$ cat src/core_ctrl_pkg.sv
//////////////////////////////
// constants, enums and packed structs
// shared by the controller blocks and the testbench
//////////////////////////////
package core_ctrl_pkg;

  // sizes fixed by the isa encoding
  localparam int unsigned XLEN          = 32;
  localparam int unsigned NUM_FAST_IRQS = 16;

  typedef enum logic [1:0] {
    PRIV_LVL_U = 2'b00,
    PRIV_LVL_M = 2'b11
  } priv_lvl_e;

  // fetch address select towards the IF stage
  typedef enum logic [2:0] {
    PC_BOOT = 3'd0,
    PC_JUMP = 3'd1,
    PC_EXC  = 3'd2,
    PC_ERET = 3'd3
  } pc_sel_e;

  // vector select, only looked at with PC_EXC
  typedef enum logic {
    EXC_PC_EXC = 1'b0,
    EXC_PC_IRQ = 1'b1
  } exc_pc_sel_e;

  // msb marks an interrupt
  // fast lines are {3'b101, id}, so fast 0 lands on cause 16
  typedef enum logic [6:0] {
    EXC_CAUSE_INSN_ADDR_MISA     = {1'b0, 6'd0},
    EXC_CAUSE_INSTR_ACCESS_FAULT = {1'b0, 6'd1},
    EXC_CAUSE_ILLEGAL_INSN       = {1'b0, 6'd2},
    EXC_CAUSE_BREAKPOINT         = {1'b0, 6'd3},
    EXC_CAUSE_LOAD_ACCESS_FAULT  = {1'b0, 6'd5},
    EXC_CAUSE_STORE_ACCESS_FAULT = {1'b0, 6'd7},
    EXC_CAUSE_ECALL_UMODE        = {1'b0, 6'd8},
    EXC_CAUSE_ECALL_MMODE        = {1'b0, 6'd11},
    EXC_CAUSE_IRQ_SOFTWARE_M     = {1'b1, 6'd3},
    EXC_CAUSE_IRQ_TIMER_M        = {1'b1, 6'd7},
    EXC_CAUSE_IRQ_EXTERNAL_M     = {1'b1, 6'd11},
    EXC_CAUSE_IRQ_FAST_0         = {3'b101, 4'd0},
    EXC_CAUSE_IRQ_FAST_15        = {3'b101, 4'd15},
    EXC_CAUSE_IRQ_NM             = {1'b1, 6'd32}
  } exc_cause_e;

  // controller FSM, FLUSH is also seen by exc_detect
  typedef enum logic [2:0] {
    RESET, BOOT_SET, WAIT_SLEEP, SLEEP, FIRST_FETCH, DECODE, FLUSH, IRQ_TAKEN
  } ctrl_state_e;

  // instruction sitting in ID
  typedef struct packed {
    logic            valid;
    logic [31:0]     instr;
    logic [15:0]     instr_c;
    logic            is_compressed;
    logic            fetch_err;
    logic            fetch_err_plus2;
    logic [XLEN-1:0] pc;
  } instr_info_t;

  // raw decoder flags, not qualified with valid
  typedef struct packed {
    logic illegal;
    logic ecall;
    logic mret;
    logic wfi;
    logic ebreak;
    logic csr_flush;
  } dec_flags_t;

  // interrupt lines already masked by mie
  typedef struct packed {
    logic                     irq_software;
    logic                     irq_timer;
    logic                     irq_external;
    logic [NUM_FAST_IRQS-1:0] irq_fast;
  } irqs_t;

  typedef struct packed {
    logic            req;
    exc_cause_e      cause;
    logic [XLEN-1:0] mtval;
    logic            mret;
    logic            wfi;
    logic            flush_only;
    logic            pc_change;
  } exc_req_t;

  typedef struct packed {
    logic       take;
    exc_cause_e cause;
    logic       nmi;
  } irq_req_t;

  typedef struct packed {
    logic        pc_set;
    pc_sel_e     pc_mux;
    exc_pc_sel_e exc_pc_mux;
  } pc_ctrl_t;

  typedef struct packed {
    logic            save_if;
    logic            save_id;
    logic            restore_mret;
    logic            save_cause;
    exc_cause_e      exc_cause;
    logic [XLEN-1:0] mtval;
  } csr_ctrl_t;

endpackage

$ cat src/core_controller.sv
//////////////////////////////
// core controller top level
// exception detect, irq arbiter and FSM
//////////////////////////////
module core_controller import core_ctrl_pkg::*; (
  input  logic            clk_i,
  input  logic            rst_ni,
  input  logic            fetch_enable_i,
  // ID stage
  input  instr_info_t     instr_i,
  input  dec_flags_t      dec_i,
  input  logic            stall_id_i,
  // LSU
  input  logic            load_err_i,
  input  logic            store_err_i,
  input  logic [XLEN-1:0] lsu_addr_last_i,
  // control flow from EX
  input  logic            branch_set_i,
  input  logic            jump_set_i,
  // interrupts and csr state
  input  logic            irq_pending_i,
  input  irqs_t           irqs_i,
  input  logic            irq_nm_i,
  input  logic            mstatus_mie_i,
  input  logic            mstatus_tw_i,
  input  priv_lvl_e       priv_i,
  // to IF and CSRs
  output pc_ctrl_t        pc_o,
  output csr_ctrl_t       csr_o,
  output logic            instr_req_o,
  output logic            id_in_ready_o,
  output logic            instr_valid_clear_o,
  output logic            flush_id_o,
  output logic            ctrl_busy_o,
  output logic            controller_run_o,
  output logic            nmi_mode_o
);

  exc_req_t    exc_req;
  irq_req_t    irq_req;
  ctrl_state_e state;

  exc_detect u_exc_detect (
    .clk_i           (clk_i),
    .rst_ni          (rst_ni),
    .instr_i         (instr_i),
    .dec_i           (dec_i),
    .priv_i          (priv_i),
    .mstatus_tw_i    (mstatus_tw_i),
    .load_err_i      (load_err_i),
    .store_err_i     (store_err_i),
    .lsu_addr_last_i (lsu_addr_last_i),
    .state_i         (state),
    .exc_o           (exc_req)
  );

  // nmi mode from the FSM blocks nesting
  irq_arbiter u_irq_arbiter (
    .irqs_i        (irqs_i),
    .irq_nm_i      (irq_nm_i),
    .irq_pending_i (irq_pending_i),
    .mstatus_mie_i (mstatus_mie_i),
    .nmi_mode_i    (nmi_mode_o),
    .irq_o         (irq_req)
  );

  ctrl_fsm u_ctrl_fsm (
    .clk_i               (clk_i),
    .rst_ni              (rst_ni),
    .fetch_enable_i      (fetch_enable_i),
    .stall_id_i          (stall_id_i),
    .instr_valid_i       (instr_i.valid),
    .branch_set_i        (branch_set_i),
    .jump_set_i          (jump_set_i),
    .irq_nm_i            (irq_nm_i),
    .irq_pending_i       (irq_pending_i),
    .exc_i               (exc_req),
    .irq_i               (irq_req),
    .pc_o                (pc_o),
    .csr_o               (csr_o),
    .instr_req_o         (instr_req_o),
    .id_in_ready_o       (id_in_ready_o),
    .instr_valid_clear_o (instr_valid_clear_o),
    .flush_id_o          (flush_id_o),
    .ctrl_busy_o         (ctrl_busy_o),
    .controller_run_o    (controller_run_o),
    .nmi_mode_o          (nmi_mode_o),
    .state_o             (state)
  );

endmodule

$ cat src/ctrl_fsm.sv
//////////////////////////////
// controller FSM
// pc select, csr strobes, sleep and IF-ID control
//////////////////////////////
module ctrl_fsm import core_ctrl_pkg::*; (
  input  logic        clk_i,
  input  logic        rst_ni,
  input  logic        fetch_enable_i,
  input  logic        stall_id_i,
  input  logic        instr_valid_i,
  input  logic        branch_set_i,
  input  logic        jump_set_i,
  input  logic        irq_nm_i,
  input  logic        irq_pending_i,
  input  exc_req_t    exc_i,
  input  irq_req_t    irq_i,
  output pc_ctrl_t    pc_o,
  output csr_ctrl_t   csr_o,
  output logic        instr_req_o,
  output logic        id_in_ready_o,
  output logic        instr_valid_clear_o,
  output logic        flush_id_o,
  output logic        ctrl_busy_o,
  output logic        controller_run_o,
  output logic        nmi_mode_o,
  output ctrl_state_e state_o
);

  ctrl_state_e state_q, state_d;
  logic        nmi_mode_q, nmi_mode_d;
  logic        halt_if;
  logic        retain_id;
  logic        flush_id;
  logic        special_req;

  // anything that has to leave DECODE through FLUSH
  assign special_req = exc_i.pc_change | exc_i.flush_only;

  //////////////////////////////
  // next state and outputs
  //////////////////////////////

  always_comb begin
    state_d          = state_q;
    nmi_mode_d       = nmi_mode_q;
    instr_req_o      = 1'b1;
    ctrl_busy_o      = 1'b1;
    controller_run_o = 1'b0;
    halt_if          = 1'b0;
    retain_id        = 1'b0;
    flush_id         = 1'b0;
    // mux values only matter together with pc_set
    pc_o.pc_set      = 1'b0;
    pc_o.pc_mux      = PC_BOOT;
    pc_o.exc_pc_mux  = EXC_PC_IRQ;
    csr_o            = '0;

    unique case (state_q)
      RESET: begin
        instr_req_o = 1'b0;
        pc_o.pc_set = 1'b1;
        if (fetch_enable_i) begin
          state_d = BOOT_SET;
        end
      end

      BOOT_SET: begin
        // boot address into the fetch pc
        pc_o.pc_set = 1'b1;
        state_d     = FIRST_FETCH;
      end

      WAIT_SLEEP: begin
        ctrl_busy_o = 1'b0;
        instr_req_o = 1'b0;
        halt_if     = 1'b1;
        flush_id    = 1'b1;
        state_d     = SLEEP;
      end

      SLEEP: begin
        instr_req_o = 1'b0;
        halt_if     = 1'b1;
        flush_id    = 1'b1;
        // wake on anything pending, even with mie low
        if (irq_nm_i || irq_pending_i) begin
          state_d = FIRST_FETCH;
        end else begin
          ctrl_busy_o = 1'b0;
        end
      end

      FIRST_FETCH: begin
        // wait out the IF miss, ready is just ~stall here
        if (!stall_id_i) begin
          state_d = DECODE;
        end
        // no ID content yet, so the irq goes straight in
        if (irq_i.take) begin
          state_d = IRQ_TAKEN;
          halt_if = 1'b1;
        end
      end

      DECODE: begin
        controller_run_o = 1'b1;
        pc_o.pc_mux      = PC_JUMP;

        // keep the instruction in ID so FLUSH can still see it
        if (special_req) begin
          retain_id = 1'b1;
          state_d   = FLUSH;
        end

        if (branch_set_i || jump_set_i) begin
          pc_o.pc_set = 1'b1;
        end

        // hold off IF until ID drains before entering the handler
        if (irq_i.take && (stall_id_i || instr_valid_i)) begin
          halt_if = 1'b1;
        end

        if (!stall_id_i && !special_req && !instr_valid_i && irq_i.take) begin
          state_d = IRQ_TAKEN;
          halt_if = 1'b1;
        end
      end

      IRQ_TAKEN: begin
        pc_o.pc_mux     = PC_EXC;
        pc_o.exc_pc_mux = EXC_PC_IRQ;
        if (irq_i.take) begin
          pc_o.pc_set     = 1'b1;
          csr_o.save_if   = 1'b1;
          csr_o.save_cause = 1'b1;
          csr_o.exc_cause = irq_i.cause;
          if (irq_i.nmi) begin
            nmi_mode_d = 1'b1;
          end
        end
        state_d = DECODE;
      end

      FLUSH: begin
        halt_if  = 1'b1;
        flush_id = 1'b1;
        state_d  = DECODE;

        if (exc_i.req) begin
          // mepc gets the pc of the faulting instruction in ID
          pc_o.pc_set      = 1'b1;
          pc_o.pc_mux      = PC_EXC;
          pc_o.exc_pc_mux  = EXC_PC_EXC;
          csr_o.save_id    = 1'b1;
          csr_o.save_cause = 1'b1;
          csr_o.exc_cause  = exc_i.cause;
          csr_o.mtval      = exc_i.mtval;
        end else if (exc_i.mret) begin
          pc_o.pc_set        = 1'b1;
          pc_o.pc_mux        = PC_ERET;
          csr_o.restore_mret = 1'b1;
          // leaving the nmi handler
          nmi_mode_d         = 1'b0;
        end else if (exc_i.wfi) begin
          state_d = WAIT_SLEEP;
        end
        // csr flush needs nothing beyond the flush itself
      end

      default: begin
        instr_req_o = 1'b0;
        state_d     = RESET;
      end
    endcase
  end

  //////////////////////////////
  // IF-ID handshake
  //////////////////////////////

  assign id_in_ready_o = ~stall_id_i & ~halt_if & ~retain_id;

  // a stalled or retained instruction stays valid unless flushed
  assign instr_valid_clear_o = ~(stall_id_i | retain_id) | flush_id;
  assign flush_id_o          = flush_id;
  assign nmi_mode_o          = nmi_mode_q;
  assign state_o             = state_q;

  always_ff @(posedge clk_i or negedge rst_ni) begin
    if (!rst_ni) begin
      state_q    <= RESET;
      nmi_mode_q <= 1'b0;
    end else begin
      state_q    <= state_d;
      nmi_mode_q <= nmi_mode_d;
    end
  end

  // state register holds a known code once out of reset
  a_state_legal : assert property (@(posedge clk_i) disable iff (!rst_ni)
    !$isunknown(state_q));

  // a new instruction must not slip into ID behind one that is being flushed
  a_no_ready_into_flush : assert property (@(posedge clk_i) disable iff (!rst_ni)
    (state_d == FLUSH) |-> !id_in_ready_o);

endmodule

$ cat src/exc_detect.sv
//////////////////////////////
// exception detection
// qualifies decoder flags, registers requests,
// ranks sources and forms cause and mtval
//////////////////////////////
module exc_detect import core_ctrl_pkg::*; (
  input  logic            clk_i,
  input  logic            rst_ni,
  input  instr_info_t     instr_i,
  input  dec_flags_t      dec_i,
  input  priv_lvl_e       priv_i,
  input  logic            mstatus_tw_i,
  input  logic            load_err_i,
  input  logic            store_err_i,
  input  logic [XLEN-1:0] lsu_addr_last_i,
  input  ctrl_state_e     state_i,
  output exc_req_t        exc_o
);

  // one flag per ranked source, msb has the highest rank
  typedef struct packed {
    logic fetch;
    logic illegal;
    logic ecall;
    logic ebrk;
    logic store;
    logic load;
  } prio_t;

  logic       illegal_insn;
  logic       ecall_insn;
  logic       mret_insn;
  logic       wfi_insn;
  logic       ebrk_insn;
  logic       csr_flush;
  logic       fetch_err;
  logic       illegal_umode;
  logic       illegal_d, illegal_q;
  logic       exc_req_d, exc_req_q;
  logic       load_err_q, store_err_q;
  prio_t      prio;
  exc_cause_e cause;
  logic [XLEN-1:0] mtval;

  //////////////////////////////
  // flag qualification
  //////////////////////////////

  // decoder looks at the word regardless of valid
  assign illegal_insn = dec_i.illegal   & instr_i.valid;
  assign ecall_insn   = dec_i.ecall     & instr_i.valid;
  assign mret_insn    = dec_i.mret      & instr_i.valid;
  assign wfi_insn     = dec_i.wfi       & instr_i.valid;
  assign ebrk_insn    = dec_i.ebreak    & instr_i.valid;
  assign csr_flush    = dec_i.csr_flush & instr_i.valid;
  assign fetch_err    = instr_i.fetch_err & instr_i.valid;

  // mret needs M-mode, tw traps wfi out of U-mode
  assign illegal_umode = (priv_i != PRIV_LVL_M) & (mret_insn | (mstatus_tw_i & wfi_insn));

  // both cleared in FLUSH so a handled request does not fire again
  assign illegal_d = (illegal_insn | illegal_umode) & (state_i != FLUSH);
  assign exc_req_d = (ecall_insn | ebrk_insn | illegal_d | fetch_err) & (state_i != FLUSH);

  always_ff @(posedge clk_i or negedge rst_ni) begin
    if (!rst_ni) begin
      illegal_q   <= 1'b0;
      exc_req_q   <= 1'b0;
      load_err_q  <= 1'b0;
      store_err_q <= 1'b0;
    end else begin
      illegal_q   <= illegal_d;
      exc_req_q   <= exc_req_d;
      load_err_q  <= load_err_i;
      store_err_q <= store_err_i;
    end
  end

  //////////////////////////////
  // ranking, cause and mtval
  //////////////////////////////

  // order from the privileged spec, fetch fault first
  always_comb begin
    prio  = '0;
    cause = EXC_CAUSE_INSN_ADDR_MISA;
    mtval = '0;
    if (fetch_err) begin
      prio.fetch = 1'b1;
      cause      = EXC_CAUSE_INSTR_ACCESS_FAULT;
      // second half of a word that straddles the fault
      mtval      = instr_i.fetch_err_plus2 ? (instr_i.pc + 32'd2) : instr_i.pc;
    end else if (illegal_q) begin
      prio.illegal = 1'b1;
      cause        = EXC_CAUSE_ILLEGAL_INSN;
      mtval        = instr_i.is_compressed ? {16'b0, instr_i.instr_c} : instr_i.instr;
    end else if (ecall_insn) begin
      prio.ecall = 1'b1;
      cause      = (priv_i == PRIV_LVL_M) ? EXC_CAUSE_ECALL_MMODE : EXC_CAUSE_ECALL_UMODE;
    end else if (ebrk_insn) begin
      prio.ebrk = 1'b1;
      cause     = EXC_CAUSE_BREAKPOINT;
    end else if (store_err_q) begin
      prio.store = 1'b1;
      cause      = EXC_CAUSE_STORE_ACCESS_FAULT;
      mtval      = lsu_addr_last_i;
    end else if (load_err_q) begin
      prio.load = 1'b1;
      cause     = EXC_CAUSE_LOAD_ACCESS_FAULT;
      mtval     = lsu_addr_last_i;
    end
  end

  assign exc_o.req        = exc_req_q | store_err_q | load_err_q;
  assign exc_o.cause      = cause;
  assign exc_o.mtval      = mtval;
  assign exc_o.mret       = mret_insn;
  assign exc_o.wfi        = wfi_insn;
  assign exc_o.flush_only = wfi_insn | csr_flush;
  // lsu errors come from a later stage and carry no ID valid
  assign exc_o.pc_change  = mret_insn | exc_req_d | load_err_i | store_err_i;

  // the instruction retained in ID must still show the source registered last cycle
  a_prio_onehot : assert property (@(posedge clk_i) disable iff (!rst_ni)
    (state_i == FLUSH) && exc_o.req |-> $onehot(prio));

endmodule

$ cat src/irq_arbiter.sv
//////////////////////////////
// interrupt arbiter
// take decision, winner and cause
//////////////////////////////
module irq_arbiter import core_ctrl_pkg::*; (
  input  irqs_t    irqs_i,
  input  logic     irq_nm_i,
  input  logic     irq_pending_i,
  input  logic     mstatus_mie_i,
  input  logic     nmi_mode_i,
  output irq_req_t irq_o
);

  logic [3:0] fast_id;
  exc_cause_e cause;

  // lowest fast id wins, so scan down and keep the last hit
  always_comb begin
    fast_id = 4'd0;
    for (int i = NUM_FAST_IRQS - 1; i >= 0; i--) begin
      if (irqs_i.irq_fast[i]) begin
        fast_id = i[3:0];
      end
    end
  end

  // nmi, fast, external, software, timer
  always_comb begin
    cause = EXC_CAUSE_INSN_ADDR_MISA;
    if (irq_nm_i) begin
      cause = EXC_CAUSE_IRQ_NM;
    end else if (|irqs_i.irq_fast) begin
      cause = exc_cause_e'({3'b101, fast_id});
    end else if (irqs_i.irq_external) begin
      cause = EXC_CAUSE_IRQ_EXTERNAL_M;
    end else if (irqs_i.irq_software) begin
      cause = EXC_CAUSE_IRQ_SOFTWARE_M;
    end else if (irqs_i.irq_timer) begin
      cause = EXC_CAUSE_IRQ_TIMER_M;
    end
  end

  // nothing nests inside an nmi handler, not even another nmi
  assign irq_o.take  = ~nmi_mode_i & (irq_nm_i | (irq_pending_i & mstatus_mie_i));
  assign irq_o.cause = cause;
  assign irq_o.nmi   = irq_nm_i & ~nmi_mode_i;

endmodule

$ cat config.mk
export PLATFORM = sky130hd
export DESIGN_NAME = core_controller
export DESIGN_NICKNAME = d
export VERILOG_FILES = /design/src/core_ctrl_pkg.sv /design/src/core_controller.sv /design/src/ctrl_fsm.sv /design/src/exc_detect.sv /design/src/irq_arbiter.sv
export SDC_FILE = /design/constraint.sdc
export NUM_CORES = 1
export LEC_CHECK = 0
export BUFFER_PORTS_ARGS = -buffer_cell sky130_fd_sc_hd__buf_4
export CAP_MARGIN = 20
export CORE_AREA = 8 8 79 99
export DETAILED_ROUTE_END_ITERATION = 8
export DIE_AREA = 0 0 87 107
export GPL_TIMING_DRIVEN = 0
export PLACE_DENSITY = 0.92
export SKIP_CTS_REPAIR_TIMING = 1
export SYNTH_ARGS = -nofsm -noshare
export SYNTH_HDL_FRONTEND = slang
export SYNTH_HIERARCHICAL = 1
export SYNTH_SLANG_ARGS = --single-unit
export TNS_END_PERCENT = 30
$ cat constraint.sdc
create_clock -name clk_i -period 5.69 [get_ports clk_i]
set_input_delay 0.569 -clock clk_i [delete_from_list [all_inputs] [get_ports clk_i]]
set_output_delay 0.569 -clock clk_i [all_outputs]
set_load 0.01 [all_outputs]
Word level (Yosys, flattened, before mapping)
Index checks and enable logic that the tools add are counted.
W data, S select, Z words.
{"block": "word_totals", "ff_bits": 8, "elab_cells": 157}
{"block": "classes", "n_mux": 78, "addsub": 1, "n_reduce_logical": 18, "bitwise": 36, "eq_ne": 18}
{"operator": "$mux W32", "count": 9}
{"operator": "$mux W4", "count": 18}
{"operator": "$mux W7", "count": 10}
{"operator": "$mux W40", "count": 1}
{"operator": "$add A32 B2 Y32 const B", "count": 1}
{"operator": "$mux W3", "count": 10}
{"operator": "$pmux W3 S8", "count": 1}
{"operator": "$mux W1", "count": 20}
{"operator": "$and A1 B1 Y1", "count": 16}
{"operator": "$pmux W8 S2", "count": 1}
{"operator": "$reduce_or A16 Y1", "count": 1}
{"operator": "$or A1 B1 Y1", "count": 15}
{"operator": "$eq A3 B3 Y1 const B", "count": 4}
{"operator": "$ne A2 B2 Y1 const B", "count": 5}
{"operator": "$pmux W3 S3", "count": 1}
{"operator": "$mux W8", "count": 1}
{"operator": "$eq A3 B2 Y1 const B", "count": 2}
{"operator": "$reduce_or A3 Y1", "count": 2}
{"operator": "$not A1 Y1", "count": 5}
{"operator": "$reduce_and A5 Y1", "count": 1}
{"operator": "$logic_and A1 B1 Y1", "count": 4}
{"operator": "$mux W2", "count": 2}
{"operator": "$ne A2 B1 Y1 const B", "count": 2}
{"operator": "$pmux W1 S2", "count": 2}
{"operator": "other kinds (13)", "count": 17}

Depth between registers and ports, before layout
{"block": "depth", "depth_word": 22, "mapped_depth": 9, "depth_no_buf": 9}

Cells and area by module
The synthesis kept the hierarchy.
{"mod": "exc_detect", "seq_area_each_um2": 100.1, "cells_per_inst": 248, "instances": 1, "area_per_inst_um2": 1751.7}
{"mod": "ctrl_fsm", "seq_area_each_um2": 100.1, "cells_per_inst": 103, "instances": 1, "area_per_inst_um2": 706.9}
{"mod": "irq_arbiter", "seq_area_each_um2": 0.0, "cells_per_inst": 43, "instances": 1, "area_per_inst_um2": 277.8}

Worst setup path before layout
Ideal clock, no wire load.
{"block": "synth_path", "path_kind": "input-to-output", "from": "input port instr_i[1] (netlist bit)", "to": "output port csr_o[29] (netlist bit)", "stages": 7, "arrival_time_ps": 2071, "t_required_ps": 5121, "setup_slack_ps": 3050, "path_cell_list": "ha_1 nand4_4 nor4_4 nand3_2 a31o_1 or3b_1 and2_1"}
{"item": "start: declaration", "line_no": "core_controller.sv:10", "text": "input instr_info_t instr_i,"}
{"item": "end: declaration", "line_no": "core_controller.sv:29", "text": "output csr_ctrl_t csr_o,"}

==> summary.txt <==
Clocking
  • Clock Latency Late Sink: 0.24 ns
  • Number of H-tree levels: 1
  • CTS tree: built
  • Root Buffer: clkbuf_8
  • Clock Sinks: 8
  • Max clock buf depth: 2
  • CTS buffer count: 3
  • Worst-path clk slew: 0.04 ns

Timing
  • Final worst slack: 2.35 ns
  • Final hold violations: 0
  • Achievable Freq: 0.299 GHz
  • Clock Skew: 0.00627 ns
  • Slew headroom: 48.7%
  • WHS: 0.144 ns
  • TNS Setup: 0 ns
  • Pins Over Slew Limit: 0
  • Final Critical Period: 3.34 ns
  • RSZ-0062 raised after global routing: false
  • Finish-stage setup viols: 0
  • Slew @ Worst Pin: 0.770 ns
  • Final cycle utilization of the critical path: 58.8%

Synthesis
  • Flops & latches, synth: 8
  • Post-synth ARST share: 100%
  • Syn avg cell area: 6.95 um2
  • Number of synthesized flops with an enable pin: 0
  • Unique cell type count in the Yosys netlist: 71
  • Ranking of synthesized cells by area: and2_1, dfrtp_1, mux2i_1, nor2_1, o21ai_0
  • Register area share after synthesis: 7.32%
  • Syn Inst Count: 394
  • Top cells by count, synth: nor2_1, and2_1, nand2_1
  • Most frequent cell after synthesis: nor2_1
  • Leading area contributor after synthesis: and2_1
  • Ys flop type: dfrtp_1
  • Top cell type's share of synthesized area: 8.23%
  • Synthesized cell area: 0.00274 mm2
  • YS warnings: 6

Drt
  • First-iteration detailed-routing DRC count: 215
  • DR vias/cell: 5.70
  • TritonRoute pass-1 iters: 5
  • Routed WL per cell: 18.4 um
  • DRC: 0
  • Via Count: 3,928
  • Post-route antenna net violation count: 0
  • Total wire length: 12,700 um

Worst setup path
  • CP endpoint kind: output port
  • Crit path buf inv count: 5
  • Critical path class: in -> out
  • Critical path arrival: 2.77 ns
  • Startpoint types: primary input
  • CP delay by family, top: buffers and inverters
  • Slowest cell on the critical path: nor3_1
  • WP data required: 5.12 ns
  • CP cell instances: buf_4 -> clkbuf_1 -> o31a_1 -> nor3_1 -> buf_2 -> buf_2 -> a22oi_1 -> o21ai_0 -> and2_1 -> buf_4
  • Critical Path Max Stage Delay: 0.56 ns
  • Worst-path maximum fanout: 10

Floorplan
  • Cell row count: 33
  • Die Span X: 87 um
  • # IOs: 210
  • Die area: 0.00931 mm2
  • Die H: 107 um
  • Core Area: 0.00632 mm2
  • Starting Density: 43.3%

Power
  • Static Leak: 2.06 nW
  • Max IR drop VDD: 0.000115 V
  • Power per cell area: 193 mW/mm2

Min path
  • HP Class: in -> async

Global route
  • Largest net degree at the start of global routing: 11
  • Gr usage total: 25.9%
  • Total grt overflow: 0
  • Vias in the first global route: 4,109
  • First-pass GRT wire length: 19,700 um
  • Initial antenna violation count: 0

Layout
  • Layout cell share with drive strength beyond 1: 41.4%
  • Fin nets: 760
  • Synthesis-to-finish area growth: 61.5%
  • Inserted Diodes: 0

Placed design
  • Hpwl dp: 10,800 um
  • Place WS: 2.40 ns
  • RePlAce Congestion: 0.947
  • Port bufs: 203

Status
  • Status: finished, final reports clean

Run
  • Max_cap viols: 0
## per-stage QoR
| stage | cell area [um2] | std cells | total power, mW | utilization, % |
|---|---|---|---|---|
| floorplan | 2740 | 396 | 0.444 | - |
| global placement | 4380 | 686 | 0.767 | 69.3 |
| detailed placement | 4380 | 686 | 0.776 | 69.3 |
| CTS | 4420 | 689 | 0.849 | 69.9 |
| global route | 4420 | 689 | 0.917 | 69.9 |
| finish | 4420 | 689 | 0.852 | 69.9 |
## worst paths after layout
check	from	to	slack (ns)	cells past startpoint
worst min-delay path	rst_ni	u_ctrl_fsm/state_o[2]	0.14	1
min in group clk_i	store_err_i	u_exc_detect/store_err_q	0.46	1
worst min register to register	u_ctrl_fsm/nmi_mode_o	u_ctrl_fsm/nmi_mode_o	0.55	2
worst max register to register	u_ctrl_fsm/state_o[1]	u_ctrl_fsm/state_o[1]	3.72	8
max in group asynchronous	rst_ni	u_exc_detect/load_err_q	5.41	1
worst max-delay path	instr_i[83]	csr_o[23]	2.35	10
## sequential cells by signal, indices dropped and copies added (netlist names)
signal                    flops
u_exc_detect/exc_req_q        1
u_ctrl_fsm/nmi_mode_o         1
u_exc_detect/illegal_q        1
u_ctrl_fsm/state_o            3
u_exc_detect/store_err_q      1
u_exc_detect/load_err_q       1
## kinds of logic after synthesis
family / Yosys count / synth area share (%)
other cells: 2 / 0.274
compound gates: 108 / 27.7
flops: 8 / 7.32
fa+ha+maj: 1 / 0.457
simple gates: 188 / 41.1
mux: 19 / 6.95
xor+xnor: 20 / 6.40
buf+inv: 48 / 9.88
## placed cells by master, fill, tap and decap left out, types with 3 or more instances in the layout
cell      count
and2_1       36
o31ai_1       5
a211oi_1      3
o21ai_0      23
nor3_1       16
conb_1        4
xnor2_1      13
a31oi_1       7
buf_2         9
a22oi_1       8
nand2_1      25
a21oi_1      19
nor4_1        9
nand3_1       7
a22o_1        9
nor2b_1       7
mux2i_1      19
o41ai_1       4
nor2_1       40
xor2_1        7
clkbuf_8      3
buf_4       214
a221o_1       5
nand4_1      11
dfrtp_1       8
o21ai_1       3
inv_1        13
nor4_4        3
o221ai_1      6
and3_1        6
clkbuf_1     10
## layer usage
metal / vias up / part of all wire, % / track usage, % / wire length (um)
met5: - / 0 / 0 / 0
met4: 0 / 3.0 / 9.38 / 384
met3: 29 / 8.3 / 6.27 / 1050
met2: 208 / 51 / 48.2 / 6510
met1: 1815 / 37 / 27.0 / 4740
li1: 1876 / - / - / -
## layout make-up
| type | count | area [um2] |
|---|---|---|
| Inverter | 14 | 52.6 |
| Tap cell | 87 | 109 |
| Buffer | 34 | 218 |
| Sequential cell | 8 | 200 |
| Timing Repair Buffer | 203 | 1520 |
| Clock buffer | 3 | 41.3 |
| Fill cell | 572 | 1900 |
| Multi-Input combinational cell | 340 | 2270 |
## report_power, final
part           internal [mW]  switching [mW]
sequential            0.0730          0.0197
clock                 0.0459          0.0238
combinational          0.337           0.352
Note: power is estimated with default switching activity, not from simulation.
